[config.mk]
export PLATFORM = sky130hd
export DESIGN_NAME = lsu_align
export DESIGN_NICKNAME = d
export VERILOG_FILES = /design/src/lsu_pkg.sv /design/src/lsu_align.sv
export SDC_FILE = /design/constraint.sdc
export NUM_CORES = 1
export LEC_CHECK = 0
export ABC_AREA = 1
export BUFFER_PORTS_ARGS = -buffer_cell sky130_fd_sc_hd__buf_2
export CORE_UTILIZATION = 41
export DETAILED_ROUTE_END_ITERATION = 8
export GPL_TIMING_DRIVEN = 0
export PLACE_DENSITY = 0.91
export SETUP_SLACK_MARGIN = 0.2
export SLEW_MARGIN = 0
export SYNTH_ARGS = -nofsm -noshare
export SYNTH_HDL_FRONTEND = slang
export SYNTH_SLANG_ARGS = --single-unit
[constraint.sdc]
create_clock -name vclk -period 3.41
set_input_delay 0.8525 -clock vclk [all_inputs]
set_output_delay 0.8525 -clock vclk [all_outputs]
set_load 0.05 [all_outputs]
[src/lsu_pkg.sv]
package lsu_pkg;

    // bus widths
    parameter int addr_w = 32;
    parameter int data_w = 32;
    parameter int strb_w = data_w / 8;

    // access size, same code as the core's mask field
    typedef enum logic [1:0] {
        size_none = 2'd0,
        size_byte = 2'd1,
        size_half = 2'd2,
        size_word = 2'd3
    } size_e;

    // AXI-lite response codes, only the two used here
    typedef enum logic [1:0] {
        resp_okay   = 2'b00,
        resp_slverr = 2'b10
    } resp_e;

    // controller sequence, one access at a time
    typedef enum logic [2:0] {
        st_idle    = 3'd0,
        st_rd_addr = 3'd1,
        st_rd_data = 3'd2,
        st_wr_addr = 3'd3,
        st_wr_data = 3'd4,
        st_wr_resp = 3'd5,
        st_finish  = 3'd6
    } ctrl_state_e;

endpackage

[src/lsu_align.sv]
`timescale 1ns/100ps

module lsu_align import lsu_pkg::*; (
    input  size_e             size,
    input  logic              sign,
    input  logic [1:0]        addr_lo,
    input  logic [data_w-1:0] store_data,
    input  logic [data_w-1:0] load_word,
    output logic [strb_w-1:0] wstrb,
    output logic [data_w-1:0] wdata_sh,
    output logic [data_w-1:0] load_data
);

    logic [4:0]        byte_sh;
    logic [data_w-1:0] shifted;

    // byte offset in bits
    assign byte_sh = {addr_lo, 3'b000};

    // store lane placement
    assign wdata_sh = store_data << byte_sh;

    always_comb begin
        case (size)
            size_byte: begin
                wstrb = 4'b0001 << addr_lo;
            end
            size_half: begin
                // bit 0 of the offset plays no part for halves
                wstrb = addr_lo[1] ? 4'b1100 : 4'b0011;
            end
            size_word: begin
                wstrb = 4'b1111;
            end
            default: begin
                wstrb = 4'b0000;
            end
        endcase
    end

    // bring the addressed lane down to bit 0
    assign shifted = load_word >> byte_sh;

    always_comb begin
        case (size)
            size_byte: begin
                load_data = {{24{shifted[7] & sign}}, shifted[7:0]};
            end
            size_half: begin
                load_data = {{16{shifted[15] & sign}}, shifted[15:0]};
            end
            size_word: begin
                load_data = shifted;
            end
            default: begin
                load_data = '0;
            end
        endcase
    end

endmodule

* Word level (Yosys, flattened, before mapping)
Index checks and enable logic that the tools add are counted.
** Cells by class
- Bitwise logic cells :: 2
- Muxes and demuxes :: 3
- Shifts and indexed selects :: 3
- Equality and inequality tests :: 3
** Operators by type and width (number)
- $pmux W32 S3 :: 1
- $shl A32 B5 Y32 :: 1
- $shr A32 B5 Y32 :: 1
- $pmux W4 S3 :: 1
- $eq A2 B2 Y1 const B :: 2
- $mux W4 :: 1
- $shl A1 B2 Y4 const A :: 1
- $and A1 B1 Y1 :: 2
- $eq A2 B1 Y1 const B :: 1
** Word-level totals
- Input bits :: 69
- Word-level logic and storage cells :: 11
- Flip-flop bits (word level) :: 0
- Output and inout bits :: 68

* Longest topological paths before layout
- Depth after elaboration :: 3
- Mapped depth :: 9
- Depth with buffers taken out :: 7

* Least setup slack after synthesis
Ideal clock, no wire load.
- Path kind :: input to output
- Start point :: input port addr_lo[0]
- End point :: output port wdata_sh[24]
- Path buffers :: 2
- Arrival time :: 2.451 ns
- Required time :: 2.558 ns
- Stages :: 7
- Path slack :: 0.107 ns
- Cells stage by stage :: buf_6 > inv_4 > buf_2 > nand2_1 > nand2_1 > inv_1 > o21ai_0
** Between the ends
- Longest elaborated chain between the ends :: 1
** RTL lines
- from (decl) :: line lsu_align.sv:6 : input logic [1:0] addr_lo,
- $shl A32 B5 Y32 :: line lsu_align.sv:21 : assign wdata_sh = store_data << byte_sh;
- to (decl) :: line lsu_align.sv:10 : output logic [data_w-1:0] wdata_sh,
No other way between the ends.

* Worst setup path in the final report
- Start point :: input port addr_lo[1]
- End point :: output port load_data[30]
** Between the ends
- Longest elaborated chain between the ends :: 3
- Elaborated cells between the ends (all ways) :: 4
- Those cells by class :: shift (1); mux (1); bitwise (2)
** RTL lines
- $shr A32 B5 Y32 (*) :: line lsu_align.sv:42 : assign shifted = load_word >> byte_sh;
- $and A1 B1 Y1 (on tied branches) :: line lsu_align.sv:50, lsu_align.sv:47
- $pmux W32 S3 (*) :: line lsu_align.sv:45 : case (size)
- to (decl) :: line lsu_align.sv:11 : output logic [data_w-1:0] load_data
Mark *: on every way between the ends. The rest lies on a longest branch, timed or not.

==> flow_results.xml <==
<?xml version="1.0" encoding="UTF-8"?>
<metrics>
  <group name="synthesis">
    <metric name="syn_nets" unit="">343</metric>
    <metric name="ys.warnings.count" unit="">0</metric>
    <metric name="mappedNetlistArea" unit="um2">1360</metric>
    <metric name="synth.lib_cells_used.distinct" unit="">25</metric>
    <metric name="syn_inst" unit="">274</metric>
    <metric name="synth_seq_area_share" unit="%">0</metric>
    <metric name="syn_avg_cell_area" unit="um2">4.96</metric>
  </group>
  <group name="pwr">
    <metric name="post-layout-total-power" unit="W">0.000500</metric>
    <metric name="p_sw_share" unit="%">74.0</metric>
    <metric name="internal_power" unit="W">0.000130</metric>
    <metric name="leakagePower" unit="nW">1.37</metric>
    <metric name="p_sw" unit="W">0.000370</metric>
    <metric name="clkPwrFrac" unit="%">0</metric>
    <metric name="vdd.ir_drop.worst" unit="mV">0.163</metric>
    <metric name="power.share.combinational" unit="%">100.0</metric>
    <metric name="seqPwrFrac" unit="%">0</metric>
    <metric name="power.density" unit="nW/um2">238</metric>
  </group>
  <group name="die">
    <metric name="fp.dieW" unit="um">59.6</metric>
    <metric name="pin_count" unit="">137</metric>
    <metric name="die_h" unit="um">59.6</metric>
    <metric name="design.die.area" unit="um2">3550</metric>
    <metric name="floorplan.core_area" unit="um2">3100</metric>
    <metric name="initial_util" unit="%">43.8</metric>
    <metric name="core.rowCount" unit="">20</metric>
  </group>
  <group name="hold_path">
    <metric name="hold_end" unit="">wdata_sh[3]</metric>
    <metric name="min_from" unit="">store_data[3]</metric>
    <metric name="hold_path_class" unit="">primary input to output port</metric>
    <metric name="hold_depth" unit="">4</metric>
  </group>
  <group name="final_layout">
    <metric name="fin_util" unit="%">67.5</metric>
    <metric name="number_of_nets_in_the_layout" unit="">480</metric>
    <metric name="finalNonFillerCells" unit="">453</metric>
    <metric name="nFlopsAndLatches" unit="">0</metric>
    <metric name="clock_buffers" unit="">0</metric>
    <metric name="post_route_cells_drive_above_1_share" unit="%">41.8</metric>
    <metric name="antenna_cells_inserted" unit="">0</metric>
    <metric name="syn_to_final_growth" unit="%">54.1</metric>
    <metric name="num-fill-cells" unit="">315</metric>
    <metric name="final-seq-area" unit="um2">0</metric>
  </group>
  <group name="setup_path">
    <metric name="criticalPathCategory" unit="">primary input to output port</metric>
    <metric name="crit_path_required_time" unit="ps">2560</metric>
    <metric name="arrival" unit="ps">2010</metric>
    <metric name="endpoint_class_of_the_critical_path" unit="">output port</metric>
    <metric name="cp_max_fanout" unit="">10</metric>
    <metric name="critical_path.startpoint_type" unit="">primary input</metric>
  </group>
  <group name="global_routing">
    <metric name="antenna_found_initial" unit="">0</metric>
    <metric name="globalRoute.totalOverflow" unit="">0</metric>
    <metric name="grt_first_pass_wirelength" unit="um">8560</metric>
    <metric name="grt_max_degree" unit="">11</metric>
    <metric name="gr-usage-all-layers" unit="%">30.5</metric>
    <metric name="via_count_of_the_first_global_routing_pass" unit="">2054</metric>
  </group>
  <group name="place">
    <metric name="hpwlAfterDp" unit="um">4620</metric>
    <metric name="inst_count_dp" unit="">453</metric>
    <metric name="gp_congestion" unit="">0.996</metric>
    <metric name="count_of_buffers_inserted_at_the_top_level_ports" unit="">135</metric>
  </group>
  <group name="detailed_routing">
    <metric name="avgRoutedWirePerCell" unit="um">12.8</metric>
    <metric name="routed_wirelength" unit="um">5800</metric>
    <metric name="routed_via_density" unit="">5.26</metric>
    <metric name="first_iter_violations" unit="">218</metric>
    <metric name="drc_errors" unit="">0</metric>
    <metric name="via_count" unit="">2382</metric>
    <metric name="antenna_violating_nets_left" unit="">0</metric>
    <metric name="drt_pass1_iterations" unit="">6</metric>
  </group>
  <group name="sta">
    <metric name="max-slew-margin-rel" unit="%">61.0</metric>
    <metric name="setup_viol" unit="">0</metric>
    <metric name="worstMarginPinSlew" unit="ps">583</metric>
    <metric name="setup_total_negative_slack" unit="ps">0</metric>
    <metric name="count_of_final_hold_check_violations" unit="">0</metric>
    <metric name="timing_max_transition_violations_final" unit="">0</metric>
    <metric name="fmax" unit="MHz">349</metric>
    <metric name="setup_repair_after_global_routing_missed_its_margin" unit="">no</metric>
    <metric name="timing.final.crit_share" unit="%">84.1</metric>
    <metric name="final.min_clock_period" unit="ps">2870</metric>
  </group>
  <group name="clocking">
    <metric name="cts_hold_repair_buffers" unit="">0</metric>
    <metric name="cts-resized-gates" unit="">0</metric>
    <metric name="postCtsSetupRepairBufs" unit="">0</metric>
  </group>
  <group name="run_status">
    <metric name="run_status" unit="">finished clean</metric>
  </group>
  <group name="run">
    <metric name="timing.max_cap.violations" unit="">0</metric>
  </group>
</metrics>
## worst max path at each step
stage                     startpoint            end  cells after the start
after floorplan           addr_lo[0]   load_data[5]                      6
final                     addr_lo[1]  load_data[30]                      9
after global placement    addr_lo[1]  load_data[29]                      9
after global routing      addr_lo[0]   load_data[4]                      8
after detailed placement  addr_lo[1]  load_data[30]                      9
after CTS                 addr_lo[1]  load_data[30]                      9
## worst max-delay path: stages
cell,delay (ps)
sky130_fd_sc_hd__buf_2,130
sky130_fd_sc_hd__inv_2,100
sky130_fd_sc_hd__buf_6,170
sky130_fd_sc_hd__nand2_2,70
sky130_fd_sc_hd__nand2_1,100
sky130_fd_sc_hd__nand2_4,90
sky130_fd_sc_hd__buf_6,160
sky130_fd_sc_hd__nand3_1,90
sky130_fd_sc_hd__buf_2,270
## synthesized netlist by cell type (all sizes together)
cell	instances	area, um2
o31ai	1	7.51
o21ai	22	110
a21oi	1	5.00
nand2	125	487
clkbuf	2	7.51
a22oi	15	123
buf	20	171
o221ai	1	8.76
inv	20	77.6
a31oi	7	43.8
nor2	21	96.3
nand3	38	213
nor3	1	10.0
## metal layers
| metal | global-route usage, % | share of wire, % |
|---|---|---|
| met2 | 56.0 | 48 |
| met3 | 3.28 | 9.4 |
| met5 | 0 | 0 |
| met4 | 8.97 | 2.8 |
| met1 | 37.0 | 40 |
## stage by stage
| stage | setup WS [ps] | cell area [um2] | hold WS, ps |
|---|---|---|---|
| 2_1_floorplan | 320 | 1370 | 1950 |
| 3_3_place_gp | 594 | 2100 | 2120 |
| 3_5_place_dp | 563 | 2100 | 2120 |
| 4_1_cts | 553 | 2100 | 2120 |
| 5_1_grt | 431 | 2100 | 2130 |
| 6_report | 543 | 2100 | 2120 |
## power groups by stage
stage | Combinational (W) | Sequential [W] | Clock, W
2_1_floorplan | 0.000360 | 0 | 0
3_3_place_gp | 0.000490 | 0 | 0
3_5_place_dp | 0.000494 | 0 | 0
4_1_cts | 0.000495 | 0 | 0
5_1_grt | 0.000527 | 0 | 0
6_report | 0.000500 | 0 | 0
## layout by cell type, fill, tap and decap left out
cell type	count
sky130_fd_sc_hd__buf_2	143
sky130_fd_sc_hd__nand2_1	122
sky130_fd_sc_hd__nand3_1	35
sky130_fd_sc_hd__nor2_1	18
sky130_fd_sc_hd__inv_1	17
sky130_fd_sc_hd__o21ai_1	15
sky130_fd_sc_hd__a22oi_1	13
sky130_fd_sc_hd__buf_6	11
sky130_fd_sc_hd__a31oi_1	7
sky130_fd_sc_hd__o21ai_0	7
sky130_fd_sc_hd__inv_2	2
sky130_fd_sc_hd__nand3_2	2
sky130_fd_sc_hd__nand2_4	2
sky130_fd_sc_hd__nor2_4	2
sky130_fd_sc_hd__clkbuf_1	2
sky130_fd_sc_hd__a22oi_2	2
sky130_fd_sc_hd__nor2_2	1
sky130_fd_sc_hd__inv_4	1
sky130_fd_sc_hd__nand3_4	1
sky130_fd_sc_hd__buf_4	1
sky130_fd_sc_hd__nand2_2	1
sky130_fd_sc_hd__nor3_2	1
sky130_fd_sc_hd__a21oi_1	1
sky130_fd_sc_hd__o31ai_2	1
sky130_fd_sc_hd__o221ai_1	1
## cell families (layout without fill, tap and decap cells)
group / after synthesis / count (layout) / share of synthesized area, %
AO/OA/AOI/OAI: 47 / 47 / 21.9
buffers and inverters: 42 / 177 / 18.9
AND/OR/NAND/NOR: 185 / 185 / 59.2
## area by class of cell
cell class         count  area, um2  area share [%]
plain buffers         22        179            8.54
well taps             44       55.1            2.63
inverters             20       77.6            3.70
repair buffers       135        676            32.2
multi-input cells    232       1110            52.9
Power figures use the tool's default switching activity.
