===== config.mk =====
export PLATFORM = sky130hd
export DESIGN_NAME = lsu_ctrl_flat
export DESIGN_NICKNAME = d
export VERILOG_FILES = /design/src/lsu_pkg.sv /design/src/mem_bus_if.sv /design/src/lsu_ctrl.sv /design/src/flat_wrapper.sv
export SDC_FILE = /design/constraint.sdc
export NUM_CORES = 1
export LEC_CHECK = 0
export BUFFER_PORTS_ARGS = -buffer_cell sky130_fd_sc_hd__buf_2
export CAP_MARGIN = 20
export CORE_ASPECT_RATIO = 0.6
export CORE_UTILIZATION = 35
export DETAILED_ROUTE_END_ITERATION = 6
export HOLD_SLACK_MARGIN = 0.08
export PLACE_DENSITY = 0.71
export SETUP_SLACK_MARGIN = 0.5
export SYNTH_ARGS = -nofsm -noshare
export SYNTH_HDL_FRONTEND = slang
export SYNTH_SLANG_ARGS = --single-unit

===== constraint.sdc =====
create_clock -name clk -period 1.75 [get_ports clk]
set_input_delay 0.35 -clock clk [delete_from_list [all_inputs] [get_ports clk]]
set_output_delay 0.35 -clock clk [all_outputs]
set_load 0.03 [all_outputs]

===== src/lsu_pkg.sv =====
package lsu_pkg;

    // bus widths
    parameter int addr_w = 32;
    parameter int data_w = 32;
    parameter int strb_w = data_w / 8;

    // access size, same code as the core's mask field
    typedef enum logic [1:0] {
        size_none = 2'd0,
        size_byte = 2'd1,
        size_half = 2'd2,
        size_word = 2'd3
    } size_e;

    // AXI-lite response codes, only the two used here
    typedef enum logic [1:0] {
        resp_okay   = 2'b00,
        resp_slverr = 2'b10
    } resp_e;

    // controller sequence, one access at a time
    typedef enum logic [2:0] {
        st_idle    = 3'd0,
        st_rd_addr = 3'd1,
        st_rd_data = 3'd2,
        st_wr_addr = 3'd3,
        st_wr_data = 3'd4,
        st_wr_resp = 3'd5,
        st_finish  = 3'd6
    } ctrl_state_e;

endpackage


===== src/mem_bus_if.sv =====
`timescale 1ns/100ps

interface mem_bus_if import lsu_pkg::*; ();

    // read address and read data
    logic [addr_w-1:0] araddr;
    logic              arvalid;
    logic              arready;
    logic [data_w-1:0] rdata;
    resp_e             rresp;
    logic              rvalid;
    logic              rready;

    // write address, write data, write response
    logic [addr_w-1:0] awaddr;
    logic              awvalid;
    logic              awready;
    logic [data_w-1:0] wdata;
    logic [strb_w-1:0] wstrb;
    logic              wvalid;
    logic              wready;
    resp_e             bresp;
    logic              bvalid;
    logic              bready;

    modport master (
        output araddr, arvalid, rready,
        output awaddr, awvalid, wdata, wstrb, wvalid, bready,
        input  arready, rdata, rresp, rvalid,
        input  awready, wready, bresp, bvalid
    );

    modport slave (
        input  araddr, arvalid, rready,
        input  awaddr, awvalid, wdata, wstrb, wvalid, bready,
        output arready, rdata, rresp, rvalid,
        output awready, wready, bresp, bvalid
    );

endinterface


===== src/lsu_ctrl.sv =====
`timescale 1ns/100ps

module lsu_ctrl import lsu_pkg::*; (
    input  logic              clk,
    input  logic              arst_n,
    input  logic              req,
    input  logic              wen,
    input  logic              sign,
    input  size_e             size,
    input  logic [addr_w-1:0] addr,
    input  logic [data_w-1:0] wdata,
    output size_e             lat_size,
    output logic              lat_sign,
    output logic [1:0]        lat_addr_lo,
    output logic [data_w-1:0] lat_wdata,
    input  logic [strb_w-1:0] wstrb,
    input  logic [data_w-1:0] wdata_sh,
    output logic [data_w-1:0] load_word,
    output logic              done,
    output logic              err,
    mem_bus_if.master         bus
);

    ctrl_state_e       state;
    logic [addr_w-1:0] lat_addr;
    logic              accept;
    logic              ar_fire;
    logic              r_fire;
    logic              aw_fire;
    logic              w_fire;
    logic              b_fire;

    // a req outside idle is dropped
    assign accept = (state == st_idle) && req;

    assign ar_fire = bus.arvalid && bus.arready;
    assign r_fire  = bus.rvalid && bus.rready;
    assign aw_fire = bus.awvalid && bus.awready;
    assign w_fire  = bus.wvalid && bus.wready;
    assign b_fire  = bus.bvalid && bus.bready;

    always_ff @(posedge clk or negedge arst_n) begin
        if (!arst_n) begin
            state <= st_idle;
        end else begin
            case (state)
                st_idle: begin
                    if (req) begin
                        state <= wen ? st_wr_addr : st_rd_addr;
                    end
                end
                st_rd_addr: begin
                    if (ar_fire) begin
                        state <= st_rd_data;
                    end
                end
                st_rd_data: begin
                    if (r_fire) begin
                        state <= st_finish;
                    end
                end
                st_wr_addr: begin
                    if (aw_fire) begin
                        state <= st_wr_data;
                    end
                end
                st_wr_data: begin
                    if (w_fire) begin
                        state <= st_wr_resp;
                    end
                end
                st_wr_resp: begin
                    if (b_fire) begin
                        state <= st_finish;
                    end
                end
                default: begin
                    state <= st_idle;
                end
            endcase
        end
    end

    // request fields held for the whole access
    always_ff @(posedge clk or negedge arst_n) begin
        if (!arst_n) begin
            lat_size  <= size_none;
            lat_sign  <= 1'b0;
            lat_addr  <= '0;
            lat_wdata <= '0;
        end else if (accept) begin
            lat_size  <= size;
            lat_sign  <= sign;
            lat_addr  <= addr;
            lat_wdata <= wdata;
        end
    end

    assign lat_addr_lo = lat_addr[1:0];

    // returned word and status, kept until the next access ends
    always_ff @(posedge clk or negedge arst_n) begin
        if (!arst_n) begin
            load_word <= '0;
            err       <= 1'b0;
        end else if (r_fire) begin
            load_word <= (bus.rresp == resp_slverr) ? '0 : bus.rdata;
            err       <= (bus.rresp == resp_slverr);
        end else if (b_fire) begin
            err <= (bus.bresp == resp_slverr);
        end
    end

    // handshake lines follow the state
    assign bus.arvalid = (state == st_rd_addr);
    assign bus.rready  = (state == st_rd_data);
    assign bus.awvalid = (state == st_wr_addr);
    assign bus.wvalid  = (state == st_wr_data);
    assign bus.bready  = (state == st_wr_resp);

    assign bus.araddr = lat_addr;
    assign bus.awaddr = lat_addr;
    assign bus.wdata  = wdata_sh;
    assign bus.wstrb  = wstrb;

    assign done = (state == st_finish);

endmodule


===== src/flat_wrapper.sv =====
// flat-port wrapper written by rule: the top's interface ports become plain ports
module lsu_ctrl_flat import lsu_pkg::*;
  (clk, arst_n, req, wen, sign, size, addr, wdata, lat_size, lat_sign, lat_addr_lo, lat_wdata, wstrb, wdata_sh, load_word, done, err, bus_araddr, bus_arvalid, bus_rready, bus_awaddr, bus_awvalid, bus_wdata, bus_wstrb, bus_wvalid, bus_bready, bus_arready, bus_rdata, bus_rresp, bus_rvalid, bus_awready, bus_wready, bus_bresp, bus_bvalid);
  mem_bus_if bus_i ();
  input  logic clk;
  input  logic arst_n;
  input  logic req;
  input  logic wen;
  input  logic sign;
  input  size_e size;
  input  logic [addr_w-1:0] addr;
  input  logic [data_w-1:0] wdata;
  output size_e lat_size;
  output logic lat_sign;
  output logic [1:0] lat_addr_lo;
  output logic [data_w-1:0] lat_wdata;
  input  logic [strb_w-1:0] wstrb;
  input  logic [data_w-1:0] wdata_sh;
  output logic [data_w-1:0] load_word;
  output logic done;
  output logic err;
  output wire logic [$bits(bus_i.araddr)-1:0] bus_araddr;
  output wire logic [$bits(bus_i.arvalid)-1:0] bus_arvalid;
  output wire logic [$bits(bus_i.rready)-1:0] bus_rready;
  output wire logic [$bits(bus_i.awaddr)-1:0] bus_awaddr;
  output wire logic [$bits(bus_i.awvalid)-1:0] bus_awvalid;
  output wire logic [$bits(bus_i.wdata)-1:0] bus_wdata;
  output wire logic [$bits(bus_i.wstrb)-1:0] bus_wstrb;
  output wire logic [$bits(bus_i.wvalid)-1:0] bus_wvalid;
  output wire logic [$bits(bus_i.bready)-1:0] bus_bready;
  input wire logic [$bits(bus_i.arready)-1:0] bus_arready;
  input wire logic [$bits(bus_i.rdata)-1:0] bus_rdata;
  input wire logic [$bits(bus_i.rresp)-1:0] bus_rresp;
  input wire logic [$bits(bus_i.rvalid)-1:0] bus_rvalid;
  input wire logic [$bits(bus_i.awready)-1:0] bus_awready;
  input wire logic [$bits(bus_i.wready)-1:0] bus_wready;
  input wire logic [$bits(bus_i.bresp)-1:0] bus_bresp;
  input wire logic [$bits(bus_i.bvalid)-1:0] bus_bvalid;
  assign bus_araddr = bus_i.araddr;
  assign bus_arvalid = bus_i.arvalid;
  assign bus_rready = bus_i.rready;
  assign bus_awaddr = bus_i.awaddr;
  assign bus_awvalid = bus_i.awvalid;
  assign bus_wdata = bus_i.wdata;
  assign bus_wstrb = bus_i.wstrb;
  assign bus_wvalid = bus_i.wvalid;
  assign bus_bready = bus_i.bready;
  assign bus_i.arready = bus_arready;
  assign bus_i.rdata = bus_rdata;
  assign bus_i.rresp = bus_rresp;
  assign bus_i.rvalid = bus_rvalid;
  assign bus_i.awready = bus_awready;
  assign bus_i.wready = bus_wready;
  assign bus_i.bresp = bus_bresp;
  assign bus_i.bvalid = bus_bvalid;
  lsu_ctrl u_core (.clk(clk), .arst_n(arst_n), .req(req), .wen(wen), .sign(sign), .size(size), .addr(addr), .wdata(wdata), .lat_size(lat_size), .lat_sign(lat_sign), .lat_addr_lo(lat_addr_lo), .lat_wdata(lat_wdata), .wstrb(wstrb), .wdata_sh(wdata_sh), .load_word(load_word), .done(done), .err(err), .bus(bus_i));
endmodule

Word-level counts from Yosys, hierarchy flattened

Cells that the tools add are included.

Reductions and logical operators: 9
Multiplexer cells: 11
Eq/ne operators: 14

Operators by type and width:

| cell                                                 | number |
|---|---|
| two-way mux 32 bit                                   | 1 |
| two-way mux 3 bit                                    | 6 |
| one-hot mux 3 bit (6 select lines)                   | 1 |
| != test 2 bit (second input constant)                | 6 |
| equality test 3 bit (second input constant)          | 3 |
| equality test 3 x 2 -> 1 bit (second input constant) | 2 |
| logical AND 1 bit                                    | 6 |
| AND reduction 6 bit                                  | 1 |
| equality test 2 bit (second input constant)          | 2 |
| equality test 3 x 1 -> 1 bit (second input constant) | 1 |
| logical NOT 3 bit                                    | 1 |
| two-way mux 1 bit                                    | 2 |
| two-way mux 2 bit                                    | 1 |
| nonzero test 2 bit                                   | 1 |

Logic and storage cells: 41
Flip-flop bits (word level): 103
Output and inout bits: 176

Depth between registers and ports, before layout

Gate-level depths: netlist (run 1).

Depth after elaboration: 4
Gate-level depth with buffers: 6

Worst setup path after synthesis (run 1)

No wires, ideal clock.

Kind: register to register
From: reg u_core.state[1]
To: reg u_core.load_word[10]
Arrival time: 1.694 ns
Setup slack: -0.065 ns
Cell stages (with the launch flop): 6
Required time: 1.629 ns
Period minus slack after synthesis: 1.815 ns
Setup time: 0.121 ns
Path buffers: 2
Cell sequence: dfrtp_1 > clkbuf_2 > nor3b_2 > nand2_2 > clkbuf_1 > a22o_1

Longest elaborated chain between the ends: 2

Ends and longest elaborated chain:

| what                         | line               | RTL |
|---|---|---|
| start: declaration           | lsu_ctrl.sv:24     | `ctrl_state_e state;` |
| start signal: assignment     | lsu_ctrl.sv:44     | `state <= st_idle;` |
| start signal: assignment     | lsu_ctrl.sv:49     | `state <= wen ? st_wr_addr : st_rd_addr;` |
| start signal: assignment     | lsu_ctrl.sv:54     | `state <= st_rd_data;` |
| equality test 3 x 2 -> 1 bit | lsu_ctrl.sv:116    | `assign bus.rready = (state == st_rd_data);` |
| net bus_rready               | flat_wrapper.sv:24 | `output wire logic [$bits(bus_i.rready)-1:0] bus_rready;` |
| logical AND 1 bit            | lsu_ctrl.sv:37     | `assign r_fire = bus.rvalid && bus.rready;` |
| end signal: assignment       | lsu_ctrl.sv:107    | `load_word <= (bus.rresp == resp_slverr) ? '0 : bus.rdata;` |
| end: declaration             | lsu_ctrl.sv:18     | `output logic [data_w-1:0] load_word,` |

The timed path passes the listed nets, and every way through them passes these cells.
A chain may end at the register's enable or synchronous reset.

Final worst setup path (run 1)

From: reg u_core.state[2]
To: out bus_awvalid

Longest elaborated chain between the ends: 1

Ends and longest elaborated chain:

| what                         | line               | RTL |
|---|---|---|
| equality test 3 x 2 -> 1 bit | lsu_ctrl.sv:117    | `assign bus.awvalid = (state == st_wr_addr);` |
| end: declaration             | flat_wrapper.sv:26 | `output wire logic [$bits(bus_i.awvalid)-1:0] bus_awvalid;` |

No other way between the ends.

==> run summary, run 1 <==
The flow ran to the end, and the final reports show no timing, DRC or antenna violations. For this block, wires on met1 add up to roughly 5000 µm. The starting utilization of the core area came out at 0.366.

At the pin with the least slew margin, the transition time is about 0.40 ns. The power density over the cells is about 2400 mW/mm². The remaining max-slew budget at the tightest pin is 0.734. TritonCTS built the clock tree.

The dominant cell type by count on the critical path is sky130_fd_sc_hd__buf_6. The proportion of synthesized chip area in sequential cells came out at 0.573. The maximum fanout along the worst path is 7.

Max-cap violations in this run came to 0. The reported leakage power is roughly 3.8 nW. The number of global-route vias before repair came out at between 3k and 4k. The latest clock arrival within the worst-skew pair is around 0.33 ns. The average wire length per cell after detail routing came out at between 15 and 20 µm. The mapped netlist covers 0.00450 mm². In the finished design, the share of the clock period the worst path needs comes to 0.957. The number of antenna diodes is 0. The top-area cell type share of the netlist area is 0.573.

The total detailed-routing wirelength came out at roughly 13000 µm. In this run, synthesis produced a sequential element count of 103. The critical path data arrival time is around 1.3 ns. The routed length on met3 came out at 1050 µm. The die outline area is approximately 0.013 mm².

Sorting the synthesized cells by area gives the leading types as sky130_fd_sc_hd__dfrtp_1 57%, sky130_fd_sc_hd__buf_4 12%, sky130_fd_sc_hd__mux2_2 9.8%. The maximum number of pins on one net before global-route repair is 40. In this run the critical register-to-register path is captured at u_core.bus.araddr[26]. The peak per-stage delay on the critical path is 0.44 ns. Internal power comes to about 0.011 W. Of all cell types, the one taking the most synthesized area is sky130_fd_sc_hd__dfrtp_1.

Timing analysis after detailed placement gives a worst setup slack of roughly 0.096 ns. In this run, the number of DRC markers left after iteration 0 of detailed routing was 87. In this run the number of H-tree levels came out at 3.

The clock transition at the registers of the reported paths came out at approximately 0.080 ns. Row generation in the floorplan step produced 31 rows. The first-pass iteration count of the detailed router is 6.

The part of the total power dissipated in the clock network is 0.112. The area of the core is ~0.012 mm². The unique cell type count in the Yosys netlist is 29. The clock drives about 100 sinks. The nature of the critical path startpoint is a flop. The logic gate share of total power came out at 0.622.

The half-perimeter wire length after placement is 8210 µm. The number of endpoints failing setup at the final stage came out at 0. The number of routed nets with antenna violations is 0. In this run the critical register-to-register path is launched from u_core.state[1]. The minimum setup slack in the final design is roughly 0.076 ns.

The final count of pins violating max slew is 0. The detailed-route via count came out at approximately 3.5k. The setup TNS after final layout is 0 ns.

The TritonCTS buffer count is 9. The routed length on met2 came out at 7090 µm. Clock tree synthesis selected as its root buffer the cell sky130_fd_sc_hd__clkbuf_16.

The sequential share of power is 0.266. Of the total power, the share spent switching nets is 0.415. Dividing the detail-routed via count by the number of cells gives ~4.7. The critical path goes through buf_6 -> inv_2 -> and3_2 -> buf_6. The post-layout minimum cycle time came out at between 1.5 and 2 ns. Fill cells in the final layout number just under 900. The critical path runs through a total of 4 cells. On the critical path the largest part of the delay comes from flip-flops. The number of antenna violations at the first check in global routing came out at 1. The worst register-to-register path has a setup slack of around 0.076 ns.

The clock arrives with between 0.009 and 0.01 ns of skew. The overall routing resource usage is 0.185. The die outline width is 148 µm. Compared with the post-synthesis result, the final layout area differs by 68.8%. The number of warnings issued by yosys came out at 0.

On the critical path, the stage with the largest delay is an instance of sky130_fd_sc_hd__dfrtp_2. The global-route congestion overflow total came out at 0. The number of buffers added on ports came out at roughly 250. The vertical die dimension is between 80 and 90 µm.

The buffers plus inverters on the worst setup path came out at 3. The worst supply voltage drop on vdd came out at around 1.1 mV. The number of nets in the synthesized netlist is between 400 and 500. The highest metal layer carrying signal wires in the routed design is met5.

For hold timing, the worst endpoint is u_core.load_word[2]. The final-stage net count came out at approximately 730. The worst reg-to-reg path cell count came out at 5. The worst hold path belongs to the class in2reg. The first global-routing pass estimated 19100 µm of wire. The worst hold path depth came out at 2.

Each instance of the synthesized netlist takes up on average roughly 14 µm². The I/O pin count came out at between 300 and 400. The number of cells produced by synthesis came out at around 320. The worst setup path is captured at an output port. Derived from the worst setup path, the maximum achievable clock frequency is between 0.5 and 0.6 GHz. The worst setup path category is reg2out. Setup repair after global routing could not meet its margin everywhere. The fraction of final layout cells with drive strength greater than 1 came out at 0.758. The final-report hold violation count came out at 0. The endpoint required time on the critical path is 1.40 ns. The startpoint of the lowest-slack hold path is bus_rdata[2].

No sink is reached through more buffers than the 2 on the longest clock path. The global placement routability congestion is approximately 0.8. For this design the total switching power over the nets is 0.00747 W. The count of unresolved DRC violations after routing came out at 0.
## sequential cells by signal, indices dropped and copies added (netlist names)
name	cells
u_core.load_word	32
u_core.err	1
u_core.lat_wdata	32
u_core.state	3
u_core.lat_sign	1
u_core.bus.araddr	32
u_core.lat_size	2
## worst max path at each step
stage | slack, ns | end | start
after floorplan | 0.14 | u_core.load_word[10] | u_core.state[0]
final | 0.08 | bus_awvalid | u_core.state[2]
after detailed placement | 0.1 | u_core.bus.araddr[7] | u_core.state[0]
after CTS | 0.08 | bus_bready | u_core.state[0]
after global routing | 0.02 | bus_arvalid | u_core.state[2]
after global placement | 0.14 | u_core.bus.araddr[24] | u_core.state[0]
## cells in the mapped netlist (all sizes together)
cell,count
a31oi,1
and3b,1
nand4b,1
mux2,69
inv,3
and3,2
o211ai,1
ha,1
nor2,1
dfrtp,103
clkbuf,4
nor4b,1
mux2i,2
nand2b,1
a21oi,4
a22o,32
nor3,2
buf,82
a211oi,1
o2bb2ai,1
nor3b,3
nand2,3
## cells by family (layout without fill, tap and decap cells)
kind of cell    Yosys count  count (layout)  share of synthesized area
buf+inv                  89             357                      0.145
fa+ha+maj                 1               1                    0.00278
flops                   103             103                      0.573
mux                      71              71                      0.177
simple gates             15              15                     0.0256
compound gates           40              40                     0.0760
## area by class of cell
cell class              count  area, µm²  share of cell area
clock buffers              10        229              0.0302
clock inverters             6       76.3              0.0101
inverters                   3       16.3             0.00214
multi-input cells         127       1480               0.196
flip-flops and latches    103       2590               0.341
well taps                 165        206              0.0272
repair buffers            338       2990               0.394
## cells in the final DEF (no fill, tap or decap), types with 2 or more instances in the layout
| cell type | netlist | layout |
|---|---|---|
| sky130_fd_sc_hd__dfrtp_2 | 0 | 7 |
| sky130_fd_sc_hd__nand2_1 | 2 | 2 |
| sky130_fd_sc_hd__buf_2 | 5 | 110 |
| sky130_fd_sc_hd__buf_16 | 0 | 2 |
| sky130_fd_sc_hd__mux2_4 | 0 | 31 |
| sky130_fd_sc_hd__a21oi_2 | 0 | 2 |
| sky130_fd_sc_hd__mux2_2 | 39 | 37 |
| sky130_fd_sc_hd__clkinv_4 | 0 | 3 |
| sky130_fd_sc_hd__nor3b_4 | 0 | 2 |
| sky130_fd_sc_hd__clkbuf_16 | 0 | 11 |
| sky130_fd_sc_hd__a22o_1 | 32 | 32 |
| sky130_fd_sc_hd__buf_6 | 6 | 147 |
| sky130_fd_sc_hd__buf_4 | 71 | 68 |
| sky130_fd_sc_hd__dfrtp_1 | 103 | 96 |
| sky130_fd_sc_hd__buf_12 | 0 | 8 |
| sky130_fd_sc_hd__inv_6 | 0 | 2 |
| sky130_fd_sc_hd__and3_2 | 0 | 2 |
## power groups by stage
stage	registers, W	clock network, W	logic (W)
final	0.00478	0.00202	0.0112
after global placement	0.00432	0	0.00775
after detailed placement	0.00438	0	0.00787
after floorplan	0.00665	0	0.00393
after global routing	0.00491	0.00219	0.0117
after CTS	0.00458	0.00208	0.00985
## worst register-to-register path: stages (launching register included)
cell and delay (ns):
sky130_fd_sc_hd__dfrtp_1 0.41, sky130_fd_sc_hd__buf_4 0.16, sky130_fd_sc_hd__nor4b_4 0.25, sky130_fd_sc_hd__buf_12 0.19
sky130_fd_sc_hd__buf_12 0.18, sky130_fd_sc_hd__mux2_2 0.35
## stage by stage
step,area [µm²],power (W),hold WS [ns],util,instances
after floorplan,4680,0.0106,0.0544,-,319
after global routing,7590,0.0188,0.206,0.617,752
after CTS,6980,0.0165,0.203,0.568,723
final,7590,0.0180,0.225,0.617,752
after global placement,5680,0.0121,0.299,0.462,665
after detailed placement,5680,0.0122,0.301,0.462,665
## layer usage
metal	track usage	vias to the layer above
met5	0	-
met4	0.0318	2
met3	0.0680	17
met2	0.343	200
met1	0.203	1732
li1	-	1573
## what timing repair did
action | CTS | global route
setup endpoints to repair | 238 | 243
endpoints found under the hold margin | 26 | 0
gates cloned | 2 | 2
resized for setup | 206 | 149
hold buffers | 1 | 0
pin swaps | 5 | 8
setup buffers | 39 | 27
Power figures use the tool's default switching activity.
==> run 2, diff against run 1 <==
--- a/config.mk
+++ b/config.mk
@@ -5,13 +5,14 @@
 export SDC_FILE = /design/constraint.sdc
 export NUM_CORES = 1
 export LEC_CHECK = 0
+export ABC_AREA = 1
 export BUFFER_PORTS_ARGS = -buffer_cell sky130_fd_sc_hd__buf_2
 export CAP_MARGIN = 20
 export CORE_ASPECT_RATIO = 0.6
 export CORE_UTILIZATION = 35
 export DETAILED_ROUTE_END_ITERATION = 6
 export HOLD_SLACK_MARGIN = 0.08
-export PLACE_DENSITY = 0.71
+export PLACE_DENSITY = 0.7
 export SETUP_SLACK_MARGIN = 0.5
 export SYNTH_ARGS = -nofsm -noshare
 export SYNTH_HDL_FRONTEND = slang
==> run 2 against run 1 <==
  * The run now ends with DRC left
  * Sequential share of layout area increased by 0.58 points
  * Clock power decreased by 3%
  * Utilization decreased by 4.4 points
  * Worst setup slack improved by 0.037 ns
  * Wire length increased by 2.0%
  * Clock-buffer cell count increased by 1
  * First-iteration DRC count increased by 87%
  * Clock skew decreased by 0.0023 ns
  * Via count increased by 6.4%
  * Register-to-register slack improved by 0.04 ns
  * Critical path depth increased by 2
  * Global-route usage decreased by 0.82 points
  * Largest cell class unchanged
  * Largest power group unchanged
==> run summary, run 2 <==
The fill cell total of the finished layout came out at approximately 1.0k. The mean area per synthesized cell is around 12 µm². The clock root buffer is sky130_fd_sc_hd__clkbuf_16. The share of the core filled with cells in the final layout is 0.573. The die covers about 0.014 mm². The count of standard-cell rows is 32. The path with the worst hold slack has its endpoint at u_core.lat_wdata[22]. The path type of the worst min-delay path is in2reg. The critical path data arrival time came out at roughly 1.9 ns. The startpoint identified for the worst register-to-register timing path is u_core.state[0]. The post-route fraction of the period consumed by the critical path came out at 0.936. The vertical die dimension is about 92 µm.

The final reports fail on DRC. Yosys attributes the largest share of cell area to sky130_fd_sc_hd__dfrtp_1 55%, sky130_fd_sc_hd__buf_4 11%, sky130_fd_sc_hd__mux2_4 9.5%. The number of global-route vias before repair came to roughly 3.7k. The first-pass iteration count of the detailed router came out at 6.

STA puts the critical path data required time at slightly below 2 ns. The number of enable-type register cells in the synthesized netlist is 0. The maximum achievable frequency is 0.611 GHz. Of the cells placed in the final design, the portion with a size suffix greater than 1 is 0.645. After synthesis, the netlist uses 21 different library cells. Counting every sink on the clock net gives 103. The run finished, with violations left. The biggest area consumer among synthesized cells is sky130_fd_sc_hd__dfrtp_1. The worst reg-to-reg path cell count came out at 6. The maximum number of pins on one net before global-route repair came out at ~100.

Summed over all layers, the global routing overflow is 0. The remaining max-slew budget at the tightest pin came out at 0.621. The maximum fanout along the worst path is 10. The average wire length per cell after detail routing is approximately 17 µm. The peak per-stage delay on the critical path came out at between 0.4 and 0.5 ns. The clock transition at the registers of the reported paths is about 0.080 ns. STA classifies the critical path endpoint as a flop.

In this design, the largest share of critical-path delay is due to flip-flops. Summing every instance area after synthesis gives between 0.004 and 0.005 mm². The leading register cell type out of synthesis is sky130_fd_sc_hd__dfrtp_1. After the last flow step, the layout net total stands at roughly 800. During I/O placement, the number of pins put on the boundary was approximately 320.

The layout-stage area growth over the synthesis result came out at 57.9%. The worst supply voltage drop on vdd came out at around 1 mV. Summed over all cells, the static leakage comes to 3.92 nW.

The latest clock arrival within the worst-skew pair came out at approximately 0.34 ns. The number of cells produced by synthesis came out at between 400 and 500. Leaving out fill and tap cells, the most frequent cells in the layout are 144 x sky130_fd_sc_hd__buf_6, 110 x sky130_fd_sc_hd__buf_2, 97 x sky130_fd_sc_hd__dfrtp_1.

Yosys instantiated no cell more often than sky130_fd_sc_hd__dfrtp_1. The global-route wire length before repair is 19200 µm. The number of antenna diodes came out at 0. The number of warnings issued by yosys came out at 0. The number of antenna violations at the first check in global routing came out at 0.

By count the netlist is led by 103 x sky130_fd_sc_hd__dfrtp_1, 70 x sky130_fd_sc_hd__buf_4, 48 x sky130_fd_sc_hd__nand2_1. The setup TNS after final layout came out at 0 ns. The TritonCTS buffer count came out at 9. The number of buffers added on ports came out at approximately 250. The register bit total from synthesis is 103.

The starting utilization of the core area came out at 0.363. The tool flagged a number of max-cap violations equal to 0. The final worst clock skew came out at between 0.007 and 0.008 ns. The most critical setup path has its startpoint at u_core.state[0].

For this design, the slowest cell found on the critical path is sky130_fd_sc_hd__dfrtp_2. The endpoint identified for the worst register-to-register timing path is u_core.lat_wdata[29]. In this run the standard cell core region covers 0.0130 mm². For flop-to-flop paths, the worst setup slack is between 0.1 and 0.15 ns. The post-synthesis async set-or-reset flop share came out at 1.00.

The count of unresolved DRC violations after routing is 34. The number of routed nets with antenna violations came out at 0. The library cell used most frequently in the layout, excluding fill and tap cells, is sky130_fd_sc_hd__buf_6.

The final-report hold violation count is 0. The total detailed-routing wirelength is roughly 14000 µm. The half-perimeter wire length after placement is slightly below 8000 µm.

At the pin with the least slew margin, the transition time is around 0.57 ns. In this run the cell area measured after placement is roughly 0.0057 mm². The DRC violation total after the first TritonRoute iteration came out at 163. Routability-driven placement finished with a final weighted congestion of 0.797. The overall routing resource usage is 0.177. Power spread over the standard cell area amounts to about 2400 mW/mm². Counting I/O delays and the setup requirement, the final critical path takes 1.64 ns. The top-area cell type share of the netlist area came out at 0.546. Overall power consumption after layout is estimated at approximately 0.018 W. The number of buffers between clock root and the deepest sink came out at 2. The proportion of synthesized chip area in sequential cells came out at 0.546. The die outline width came out at approximately 150 µm. The worst setup path is of the reg2reg kind. The total nets after synthesis is ~560.

Together, buffers and inverters on the worst path number 3. TritonCTS built the clock tree. The detailed-route via count is around 3.8k. The number of endpoints failing setup at the final stage came out at 0.

STA classifies the critical path startpoint as a flop. The startpoint of the lowest-slack hold path is wdata[22]. Walking the worst path, the cells encountered are nor2_4 -> buf_6 -> nand3_4 -> buf_4 -> buf_16 -> mux2_4.

The H-tree depth came out at 3. The worst hold path depth is 2. Setup repair after global routing could not meet its margin everywhere. The final count of pins violating max slew is 0.

The final standard cell area without fillers came out at roughly 0.0075 mm². The detail-routed via count per cell is around 4.6.
-- run 2: changes by cell type after synthesis, moves of 3 or more --
cell and delta:
sky130_fd_sc_hd__a21oi_1 -3, sky130_fd_sc_hd__a22o_1 -32, sky130_fd_sc_hd__inv_1 +41, sky130_fd_sc_hd__mux2_1 -30, sky130_fd_sc_hd__mux2_4 +30, sky130_fd_sc_hd__nand2_1 +46, sky130_fd_sc_hd__nand3_1 +8, sky130_fd_sc_hd__nor2_1 +13
sky130_fd_sc_hd__o21ai_0 +31
-- run 2: cells by family after synthesis --
kind of cell    share of synthesized area
buf+inv                             0.165
fa+ha+maj                         0.00265
flops                               0.546
simple gates                       0.0670
compound gates                     0.0358
mux                                 0.184
-- run 2: worst max path at each step --
stage          depth (start not counted)                   end
3_3_place_gp                           4  u_core.load_word[15]
4_1_cts                                4           bus_awvalid
6_report                               6  u_core.lat_wdata[29]
2_1_floorplan                          3            bus_wvalid
5_1_grt                                4            bus_bready
3_5_place_dp                           4  u_core.load_word[13]
-- run 2: power by group --
| group | leakage [nW] | internal (W) | switching (W) |
|---|---|---|---|
| combinational | 2.53 | 0.00531 | 0.00556 |
| clock | 0.146 | 0.00106 | 0.000894 |
| sequential | 1.24 | 0.00362 | 0.00120 |
| total | 3.92 | 0.00999 | 0.00766 |
-- run 2: cell type report --
class,count,area [µm²],share of cell area
Multi-Input combinational cell,180,1490,0.200
Sequential cell,103,2580,0.347
Clock buffer,11,253,0.0339
Clock inverter,5,40.0,0.00537
Inverter,45,179,0.0240
Timing Repair Buffer,303,2700,0.362
Tap cell,170,213,0.0285
-- run 2: metrics by stage --
| step | hold slack, ns | cells | setup WS (ns) |
|---|---|---|---|
| 2_1_floorplan | 0.0544 | 408 | 0.361 |
| 3_3_place_gp | 0.446 | 749 | 0.150 |
| 3_5_place_dp | 0.459 | 749 | 0.0127 |
| 4_1_cts | 0.0850 | 791 | 0.126 |
| 5_1_grt | 0.214 | 817 | 0.0697 |
| 6_report | 0.234 | 817 | 0.112 |
-- run 2: routing by layer --
layer | global-route usage | wire (µm) | vias up
met4 | 0.0595 | 195 | 0
met2 | 0.280 | 6610 | 211
met5 | 0 | 0 | -
met1 | 0.225 | 5470 | 1818
li1 | - | - | 1704
met3 | 0.0647 | 1260 | 18
-- run 2: what timing repair did --
item,in CTS,in global routing
cloned,7,1
pin swaps,5,8
hold buffers,0,1
setup buffers,19,24
endpoints found under the setup margin,242,243
endpoints found under the hold margin,0,2
gates resized for setup,160,237
